## config.mk

```make
export PLATFORM = sky130hd
export DESIGN_NAME = id_stage
export DESIGN_NICKNAME = d
export VERILOG_FILES = /design/src/id_pkg.sv /design/src/id_stage.sv /design/src/issue_reg.sv /design/src/instr_decoder.sv /design/src/rvc_expander.sv
export VERILOG_INCLUDE_DIRS = /design/src
export SDC_FILE = /design/constraint.sdc
export NUM_CORES = 1
export LEC_CHECK = 0
export ABC_AREA = 1
export BUFFER_PORTS_ARGS = -buffer_cell sky130_fd_sc_hd__buf_2
export CORE_ASPECT_RATIO = 0.6
export CORE_UTILIZATION = 52
export DETAILED_ROUTE_END_ITERATION = 12
export PLACE_DENSITY = 0.81
export SLEW_MARGIN = 0
export SYNTH_ARGS = -nofsm -noshare
export SYNTH_HDL_FRONTEND = slang
export SYNTH_SLANG_ARGS = --single-unit
export TNS_END_PERCENT = 10
```

## constraint.sdc

```tcl
create_clock -name clk_i -period 17.24 [get_ports clk_i]
set_input_delay 0.862 -clock clk_i [delete_from_list [all_inputs] [get_ports clk_i]]
set_output_delay 0.862 -clock clk_i [all_outputs]
set_load 0.03 [all_outputs]
```

## src/id_cfg.svh

```systemverilog
// Decode stage configuration
// Instruction, address and register index widths shared by package and RTL

`ifndef ID_CFG_SVH
`define ID_CFG_SVH

// ------------------------------
// Datapath widths
// ------------------------------

// Address and immediate width
`define ID_XLEN 32

// Full instruction width, compressed ones use the low half
`define ID_ILEN 32

// Architectural register index width
`define ID_REG_W 5

`endif
```

## src/id_pkg.sv

```systemverilog
// Decode stage package
// Fetch entry, scoreboard entry and decoder classification types

`include "id_cfg.svh"

package id_pkg;

  // Entry handed over by fetch
  typedef struct packed {
    logic [`ID_XLEN-1:0] address;
    logic [`ID_ILEN-1:0] instruction;
  } fetch_entry_t;

  // Functional unit that executes the instruction
  typedef enum logic [2:0] {
    FU_NONE,
    FU_ALU,
    FU_BRANCH,
    FU_LOAD,
    FU_STORE,
    FU_JUMP
  } fu_t;

  // Immediate layout, IMM_NONE covers R-type and illegal encodings
  typedef enum logic [2:0] {
    IMM_NONE,
    IMM_I,
    IMM_S,
    IMM_B,
    IMM_U,
    IMM_J
  } imm_fmt_t;

  // Decoded instruction as held in the ID/issue register
  typedef struct packed {
    logic [`ID_XLEN-1:0]  pc;
    fu_t                  fu;
    logic [3:0]           op;
    logic [`ID_REG_W-1:0] rd;
    logic [`ID_REG_W-1:0] rs1;
    logic [`ID_REG_W-1:0] rs2;
    logic [`ID_XLEN-1:0]  imm;
    logic [`ID_ILEN-1:0]  orig_instr;
    logic                 is_compressed;
    logic                 illegal;
    logic                 is_ctrl_flow;
  } scoreboard_entry_t;

  // Output of the compressed expander
  typedef struct packed {
    logic [`ID_ILEN-1:0] instr;
    logic                is_compressed;
    logic                illegal;
  } expanded_t;

endpackage

```

## src/id_stage.sv

```systemverilog
// Instruction decode stage, single issue port
// Fetch entry is expanded, decoded and held in the ID/issue register

module id_stage (
  input  logic                      clk_i,
  input  logic                      rst_ni,
  input  logic                      flush_i,
  // Fetch side
  input  id_pkg::fetch_entry_t      fetch_entry_i,
  input  logic                      fetch_valid_i,
  output logic                      fetch_ready_o,
  // Issue side
  output id_pkg::scoreboard_entry_t issue_entry_o,
  output logic                      issue_valid_o,
  input  logic                      issue_ack_i
);
  import id_pkg::*;

  expanded_t         expanded;
  scoreboard_entry_t decoded;

  // ------------------------------
  // Compressed expansion
  // ------------------------------
  rvc_expander i_rvc_expander (
    .instr_i    (fetch_entry_i.instruction),
    .expanded_o (expanded)
  );

  // ------------------------------
  // Decode
  // ------------------------------
  instr_decoder i_instr_decoder (
    .pc_i         (fetch_entry_i.address),
    .expanded_i   (expanded),
    .orig_instr_i (fetch_entry_i.instruction),
    .entry_o      (decoded)
  );

  // ------------------------------
  // ID/issue register
  // ------------------------------
  issue_reg i_issue_reg (
    .clk_i         (clk_i),
    .rst_ni        (rst_ni),
    .entry_i       (decoded),
    .fetch_valid_i (fetch_valid_i),
    .fetch_ready_o (fetch_ready_o),
    .issue_ack_i   (issue_ack_i),
    .flush_i       (flush_i),
    .issue_entry_o (issue_entry_o),
    .issue_valid_o (issue_valid_o)
  );

endmodule

```

## src/issue_reg.sv

```systemverilog
// ID/issue pipeline register
// Holds one decoded entry until issue acknowledges it, flush drops it

module issue_reg (
  input  logic                      clk_i,
  input  logic                      rst_ni,
  input  id_pkg::scoreboard_entry_t entry_i,
  input  logic                      fetch_valid_i,
  output logic                      fetch_ready_o,
  input  logic                      issue_ack_i,
  input  logic                      flush_i,
  output id_pkg::scoreboard_entry_t issue_entry_o,
  output logic                      issue_valid_o
);
  import id_pkg::*;

  logic              valid_q;
  logic              valid_d;
  logic              load;
  scoreboard_entry_t entry_q;

  // Free slot, or the held entry leaves on this edge
  assign fetch_ready_o = !valid_q || issue_ack_i;
  // A transfer coinciding with a flush is dropped
  assign load = fetch_valid_i && fetch_ready_o && !flush_i;

  always_comb begin
    valid_d = valid_q;
    if (issue_ack_i) valid_d = 1'b0;
    if (load) valid_d = 1'b1;
    // Flush wins over everything
    if (flush_i) valid_d = 1'b0;
  end

  // ------------------------------
  // Registers
  // ------------------------------
  always_ff @(posedge clk_i or negedge rst_ni) begin
    if (!rst_ni) begin
      valid_q <= 1'b0;
    end else begin
      valid_q <= valid_d;
    end
  end

  always_ff @(posedge clk_i) begin
    if (load) entry_q <= entry_i;
  end

  assign issue_valid_o = valid_q;
  assign issue_entry_o = entry_q;

  // Held entry is stable under back-pressure
  a_hold_stable: assert property (@(posedge clk_i) disable iff (!rst_ni)
    issue_valid_o && !issue_ack_i && !flush_i |=> issue_valid_o && $stable(issue_entry_o))
  else $error("issue_reg: held entry changed or vanished");

  // Issue side may only acknowledge a valid entry
  a_ack_valid: assert property (@(posedge clk_i) disable iff (!rst_ni)
    issue_ack_i |-> issue_valid_o)
  else $error("issue_reg: acknowledge without valid entry");

endmodule

```

## src/instr_decoder.sv

```systemverilog
// RV32I instruction decoder
// Turns an expanded 32-bit instruction into a scoreboard entry with
// functional unit, operation, register indices and immediate

`include "id_cfg.svh"

module instr_decoder (
  input  logic [`ID_XLEN-1:0]       pc_i,
  input  id_pkg::expanded_t         expanded_i,
  input  logic [`ID_ILEN-1:0]       orig_instr_i,
  output id_pkg::scoreboard_entry_t entry_o
);
  import id_pkg::*;

  localparam logic [6:0] OPC_LUI    = 7'b0110111;
  localparam logic [6:0] OPC_AUIPC  = 7'b0010111;
  localparam logic [6:0] OPC_JAL    = 7'b1101111;
  localparam logic [6:0] OPC_JALR   = 7'b1100111;
  localparam logic [6:0] OPC_BRANCH = 7'b1100011;
  localparam logic [6:0] OPC_LOAD   = 7'b0000011;
  localparam logic [6:0] OPC_STORE  = 7'b0100011;
  localparam logic [6:0] OPC_OP_IMM = 7'b0010011;
  localparam logic [6:0] OPC_OP     = 7'b0110011;

  logic [`ID_ILEN-1:0] instr;
  logic [6:0]          opcode;
  logic [2:0]          funct3;
  logic [6:0]          funct7;
  imm_fmt_t            imm_fmt;
  fu_t                 fu;
  logic                is_ctrl_flow;
  logic                illegal;
  logic                use_rd;
  logic                use_rs1;
  logic                use_rs2;
  logic [`ID_XLEN-1:0] imm;

  assign instr  = expanded_i.instr;
  assign opcode = instr[6:0];
  assign funct3 = instr[14:12];
  assign funct7 = instr[31:25];

  // ------------------------------
  // Opcode classification
  // ------------------------------
  always_comb begin
    fu           = FU_NONE;
    imm_fmt      = IMM_NONE;
    is_ctrl_flow = 1'b0;
    illegal      = expanded_i.illegal;
    case (opcode)
      OPC_LUI, OPC_AUIPC: begin
        fu      = FU_ALU;
        imm_fmt = IMM_U;
      end
      OPC_JAL: begin
        fu           = FU_JUMP;
        imm_fmt      = IMM_J;
        is_ctrl_flow = 1'b1;
      end
      OPC_JALR: begin
        fu           = FU_JUMP;
        imm_fmt      = IMM_I;
        is_ctrl_flow = 1'b1;
      end
      OPC_BRANCH: begin
        fu           = FU_BRANCH;
        imm_fmt      = IMM_B;
        is_ctrl_flow = 1'b1;
      end
      OPC_LOAD: begin
        fu      = FU_LOAD;
        imm_fmt = IMM_I;
      end
      OPC_STORE: begin
        fu      = FU_STORE;
        imm_fmt = IMM_S;
      end
      OPC_OP_IMM: begin
        fu      = FU_ALU;
        imm_fmt = IMM_I;
      end
      OPC_OP: begin
        fu = FU_ALU;
        // Only base ADD/SUB-style funct7 values, no M extension
        if (funct7 != 7'h00 && funct7 != 7'h20) illegal = 1'b1;
      end
      default: illegal = 1'b1;
    endcase
  end

  // Sign-extended immediate per format
  always_comb begin
    case (imm_fmt)
      IMM_I:   imm = {{20{instr[31]}}, instr[31:20]};
      IMM_S:   imm = {{20{instr[31]}}, instr[31:25], instr[11:7]};
      IMM_B:   imm = {{19{instr[31]}}, instr[31], instr[7], instr[30:25], instr[11:8], 1'b0};
      IMM_U:   imm = {instr[31:12], 12'b0};
      IMM_J:   imm = {{11{instr[31]}}, instr[31], instr[19:12], instr[20], instr[30:21], 1'b0};
      default: imm = '0;
    endcase
  end

  // Register fields a format does not carry stay zero
  assign use_rd  = (imm_fmt != IMM_S) && (imm_fmt != IMM_B);
  assign use_rs1 = (imm_fmt != IMM_U) && (imm_fmt != IMM_J);
  assign use_rs2 = (imm_fmt == IMM_NONE) || (imm_fmt == IMM_S) || (imm_fmt == IMM_B);

  // ------------------------------
  // Entry assembly
  // ------------------------------
  always_comb begin
    entry_o               = '0;
    entry_o.pc            = pc_i;
    entry_o.orig_instr    = orig_instr_i;
    entry_o.is_compressed = expanded_i.is_compressed;
    entry_o.illegal       = illegal;
    if (!illegal) begin
      entry_o.fu           = fu;
      entry_o.op           = (opcode == OPC_OP) ? {funct7[5], funct3} : {1'b0, funct3};
      entry_o.rd           = use_rd ? instr[11:7] : '0;
      entry_o.rs1          = use_rs1 ? instr[19:15] : '0;
      entry_o.rs2          = use_rs2 ? instr[24:20] : '0;
      entry_o.imm          = imm;
      entry_o.is_ctrl_flow = is_ctrl_flow;
    end
  end

endmodule

```

## src/rvc_expander.sv

```systemverilog
// Compressed instruction expander
// Rebuilds C.ADDI, C.LI, C.MV and C.ADD as 32-bit ADDI/ADD, passes
// full-width instructions through and flags other compressed encodings

`include "id_cfg.svh"

module rvc_expander (
  input  logic [`ID_ILEN-1:0] instr_i,
  output id_pkg::expanded_t   expanded_o
);

  localparam logic [6:0] OPC_OP_IMM = 7'b0010011;
  localparam logic [6:0] OPC_OP     = 7'b0110011;

  logic [1:0]  quadrant;
  logic [2:0]  funct3;
  logic [4:0]  rd_rs1;
  logic [4:0]  rs2;
  logic [11:0] imm6_sext;

  // ------------------------------
  // Compressed fields
  // ------------------------------
  assign quadrant  = instr_i[1:0];
  assign funct3    = instr_i[15:13];
  assign rd_rs1    = instr_i[11:7];
  assign rs2       = instr_i[6:2];
  // CI-format 6-bit immediate, sign bit in instr[12]
  assign imm6_sext = {{6{instr_i[12]}}, instr_i[12], instr_i[6:2]};

  // ------------------------------
  // Expansion
  // ------------------------------
  always_comb begin
    expanded_o.instr         = instr_i;
    expanded_o.is_compressed = 1'b0;
    expanded_o.illegal       = 1'b0;

    if (quadrant != 2'b11) begin
      expanded_o.is_compressed = 1'b1;
      expanded_o.instr         = '0;
      expanded_o.illegal       = 1'b1;

      if (quadrant == 2'b01 && funct3 == 3'b000) begin
        // C.ADDI -> addi rd, rd, imm
        expanded_o.instr   = {imm6_sext, rd_rs1, 3'b000, rd_rs1, OPC_OP_IMM};
        expanded_o.illegal = 1'b0;
      end else if (quadrant == 2'b01 && funct3 == 3'b010) begin
        // C.LI -> addi rd, x0, imm
        expanded_o.instr   = {imm6_sext, 5'd0, 3'b000, rd_rs1, OPC_OP_IMM};
        expanded_o.illegal = 1'b0;
      end else if (quadrant == 2'b10 && funct3 == 3'b100 && rs2 != 5'd0) begin
        // rs2 of zero would be C.JR / C.JALR / C.EBREAK, left illegal
        if (instr_i[12]) begin
          // C.ADD -> add rd, rd, rs2
          expanded_o.instr = {7'b0, rs2, rd_rs1, 3'b000, rd_rs1, OPC_OP};
        end else begin
          // C.MV -> add rd, x0, rs2
          expanded_o.instr = {7'b0, rs2, 5'd0, 3'b000, rd_rs1, OPC_OP};
        end
        expanded_o.illegal = 1'b0;
      end
    end

    // Any legal result must be a full-width encoding
    assert ($isunknown(instr_i) || expanded_o.illegal ||
            expanded_o.instr[1:0] == 2'b11)
    else $error("rvc_expander: legal output without 32-bit opcode");
  end

endmodule

```

==> flow_summary_export.csv <==
group,metric,value,unit
power,p_leak,2.687,nW
logic_synthesis,synthTopCellsByArea,"edfxtp_1 (73%), nand2_1 (3.6%), nand2_4 (2.5%)",
timing,max_freq,393.0,MHz
hold_path,holdCritPathClass,"in -> async",
placed_design,portBuffers,191,
grt,grt_pass1_vias,3302,
timing,maxSlewHeadroom,28.37,%
setup_path,crit_fanout,86,
grt,grt_max_degree,87,
floorplan,dieArea,9943,sq um
setup_path,crit_family,"buffers and inverters",
logic_synthesis,ys_ff_latch,122,
timing,fin_setup_tns,0,ps
clocking,cts_made_buffers,17,
logic_synthesis,synthDistinctLibCells,37,
timing,hold_ws,222.7,ps
floorplan,fp.dieH,77.64,microns
logic_synthesis,seq_area_frac_synth,73.78,%
finish,drive_above_1_share,49.91,%
setup_path,start_kind,"input pin",
logic_synthesis,synth_flop_cell,"edfxtp_1",
timing,fin_skew,7.148,ps
clocking,clockBufferDepth,2,
setup_path,required,17260,ps
logic_synthesis,post-synth-top-count-cell,"edfxtp_1",
clocking,tritoncts,"done",
logic_synthesis,synth_top_area_share,73.28,%
drt,drt_pre_antenna_iters,6,
drt,drt_iter0_drc,313,
timing,tightest_slew,1075,ps
finish,fin_nets,615,
timing,final.setup.worst_slack,14700,ps
floorplan,initial_core_util,53.76,%
power,powerDensity,117.8,nW/um^2
setup_path,crit_arrival,2560,ps
logic_synthesis,synth_nets,408,
clocking,clk_pin_slew,60,ps
grt,antenna_found_initial,0,
drt,routedWlPerCell,16.71,microns
drt,viasPerCell,5.022,
clocking,cts_resized,0,
timing,hold_violations,0,
finish,n_antenna_cell,0,
logic_synthesis,synth_cells,339,
placed_design,pre_cts_ws,14270,ps
setup_path,cp_slowest_cell,"buf_4",
logic_synthesis,synthesis.area,4959,sq um
floorplan,ios,192,
finish,areaGrowthSynthToFinish,33.94,%
drt,drc,0,
logic_synthesis,synth_top_cell_by_area,"edfxtp_1",
clocking,clk_latency,410,ps
power,irDropWorstVdd,0.07489,mV
placed_design,gp_congestion,0.8610,
setup_path,path_common_cell,"buf_4",
finish,fin_cells,689,
drt,num_vias,3460,
timing,rsz0062_at_grt,"no",
timing,fin_crit,2544,ps
timing,drv_slew,0,
setup_path,endpoint_kind,"register",
setup_path,critPathMaxStageDelay,910,ps
floorplan,coreArea,9223,sq um
outcome,status,"completed",
floorplan,die_w,128.1,microns
grt,grt_use_total,24.44,%
timing,fin_crit_sh,14.76,%
setup_path,crit_type,"in -> reg",
setup_path,worst-path-buf-inv,4,
timing,finalSetupViolations,0,
clocking,htree_levels,4,
clocking,cts_root_buf,"clkbuf_16",
clocking,post_cts.repair.setup_buffers,0,
logic_synthesis,ys_top_cells_by_count,"edfxtp_1 (121), nand2_1 (48), nor2_1 (31)",
placed_design,hpwl,8550,microns
logic_synthesis,syn_area_per_cell,14.63,sq um
clocking,postCtsHoldBufs,0,
power,finalPower,0.7826,mW
clocking,cts_sinks,122,
logic_synthesis,synth_warnings,0,
grt,grt_pass1_wl,17480,microns
flow_run,drv_cap,0,
setup_path,crit_chain,"buf_2, inv_1, nor3_2, buf_4, buf_4",
placed_design,placed_cells,657,
logic_synthesis,ys_async_sr_fraction,0.8197,%
drt,wl,11510,microns
floorplan,fp-row-count,27,
grt,grt_overflow_total,0,
logic_synthesis,synth-edff-count,121,
drt,antenna_left,0,
sequential cells by signal (all words and copies together), names as in the netlist:
register	count
i_issue_reg.issue_entry_o	121
i_issue_reg.issue_valid_o	1
logic make-up (layout without fill, tap and decap cells):
group / Yosys count / count (layout) / synth area share, %
multiplexers: 2 / 2 / 0.4038
flip-flops: 122 / 122 / 73.78
AO/OA/AOI/OAI: 39 / 39 / 4.794
buffers and inverters: 40 / 260 / 3.659
AND/OR/NAND/NOR: 136 / 136 / 17.36
worst reg2reg max path, cell delays in order, from the launching register on:
cell and delay (ps):
dfrtp_1 370, inv_1 50, nor2_1 50, nor3_2 100, buf_4 420, buf_4 940
worst paths after layout:
check	from	end	slack, ps	depth (start not counted)
worst min-delay path	rst_ni	i_issue_reg.issue_valid_o$_DFFE_PN0P_	220	1
worst max-delay path	fetch_valid_i	i_issue_reg.issue_entry_o[66]$_SDFFCE_PP0P_	14700	5
min in group clk_i	i_issue_reg.issue_valid_o$_DFFE_PN0P_	i_issue_reg.issue_valid_o$_DFFE_PN0P_	620	4
worst max register to register	i_issue_reg.issue_valid_o$_DFFE_PN0P_	i_issue_reg.issue_entry_o[66]$_SDFFCE_PP0P_	14880	5
worst min register to register	i_issue_reg.issue_valid_o$_DFFE_PN0P_	i_issue_reg.issue_valid_o$_DFFE_PN0P_	620	4
max in group asynchronous	rst_ni	i_issue_reg.issue_valid_o$_DFFE_PN0P_	16930	1
power by group:
| group | switching (mW) | internal [mW] |
|---|---|---|
| combinational | 0.0636 | 0.0220 |
| sequential | 0.00353 | 0.343 |
| clock | 0.125 | 0.226 |
| total | 0.192 | 0.591 |
layer usage:
layer  GRT usage [%]  vias up  part of all wire [%]
li1                -     1624                     -
met1           35.36     1632                    45
met2           34.89      197                    45
met3           8.966        7                   9.9
met4           6.353        0                  0.70
met5               0        -                     0
metrics by stage:
stage / util (%) / area [sq um]
2_1_floorplan: - / 4959
3_3_place_gp: 65.68 / 6057
3_5_place_dp: 65.68 / 6057
4_1_cts: 72.01 / 6641
5_1_grt: 72.01 / 6641
6_report: 72.01 / 6641
placed cells by master (no fill, tap or decap), types with 2 or more instances in the layout:
| cell type | count |
|---|---|
| nand4_4 | 3 |
| o21ai_1 | 17 |
| buf_2 | 191 |
| clkbuf_1 | 3 |
| o21ai_4 | 2 |
| nand2_4 | 11 |
| nor2_2 | 13 |
| mux2i_1 | 2 |
| inv_6 | 2 |
| a21oi_1 | 7 |
| nand3_2 | 3 |
| inv_1 | 28 |
| clkbuf_16 | 17 |
| nand3_4 | 3 |
| nand2_1 | 48 |
| bufinv_16 | 3 |
| inv_2 | 4 |
| nor2_1 | 31 |
| o221ai_1 | 4 |
| o21ai_0 | 6 |
| nor3_2 | 3 |
| nand2_2 | 5 |
| clkinvlp_4 | 4 |
| edfxtp_1 | 121 |
| inv_4 | 2 |
| buf_4 | 2 |
| nand4_2 | 2 |
| nor2_4 | 3 |
| nand3_1 | 6 |
| clkinv_2 | 3 |
cell type report:
| class | instances | area, sq um |
|---|---|---|
| fillers | 639 | 2581 |
| clock buffers | 20 | 436.7 |
| clock inverters | 12 | 147.6 |
| well taps | 130 | 162.7 |
| inverters | 35 | 141.4 |
| flip-flops and latches | 122 | 3659 |
| repair buffers | 193 | 970.9 |
| multi-input cells | 177 | 1124 |
Power figures use the tool's default switching activity.
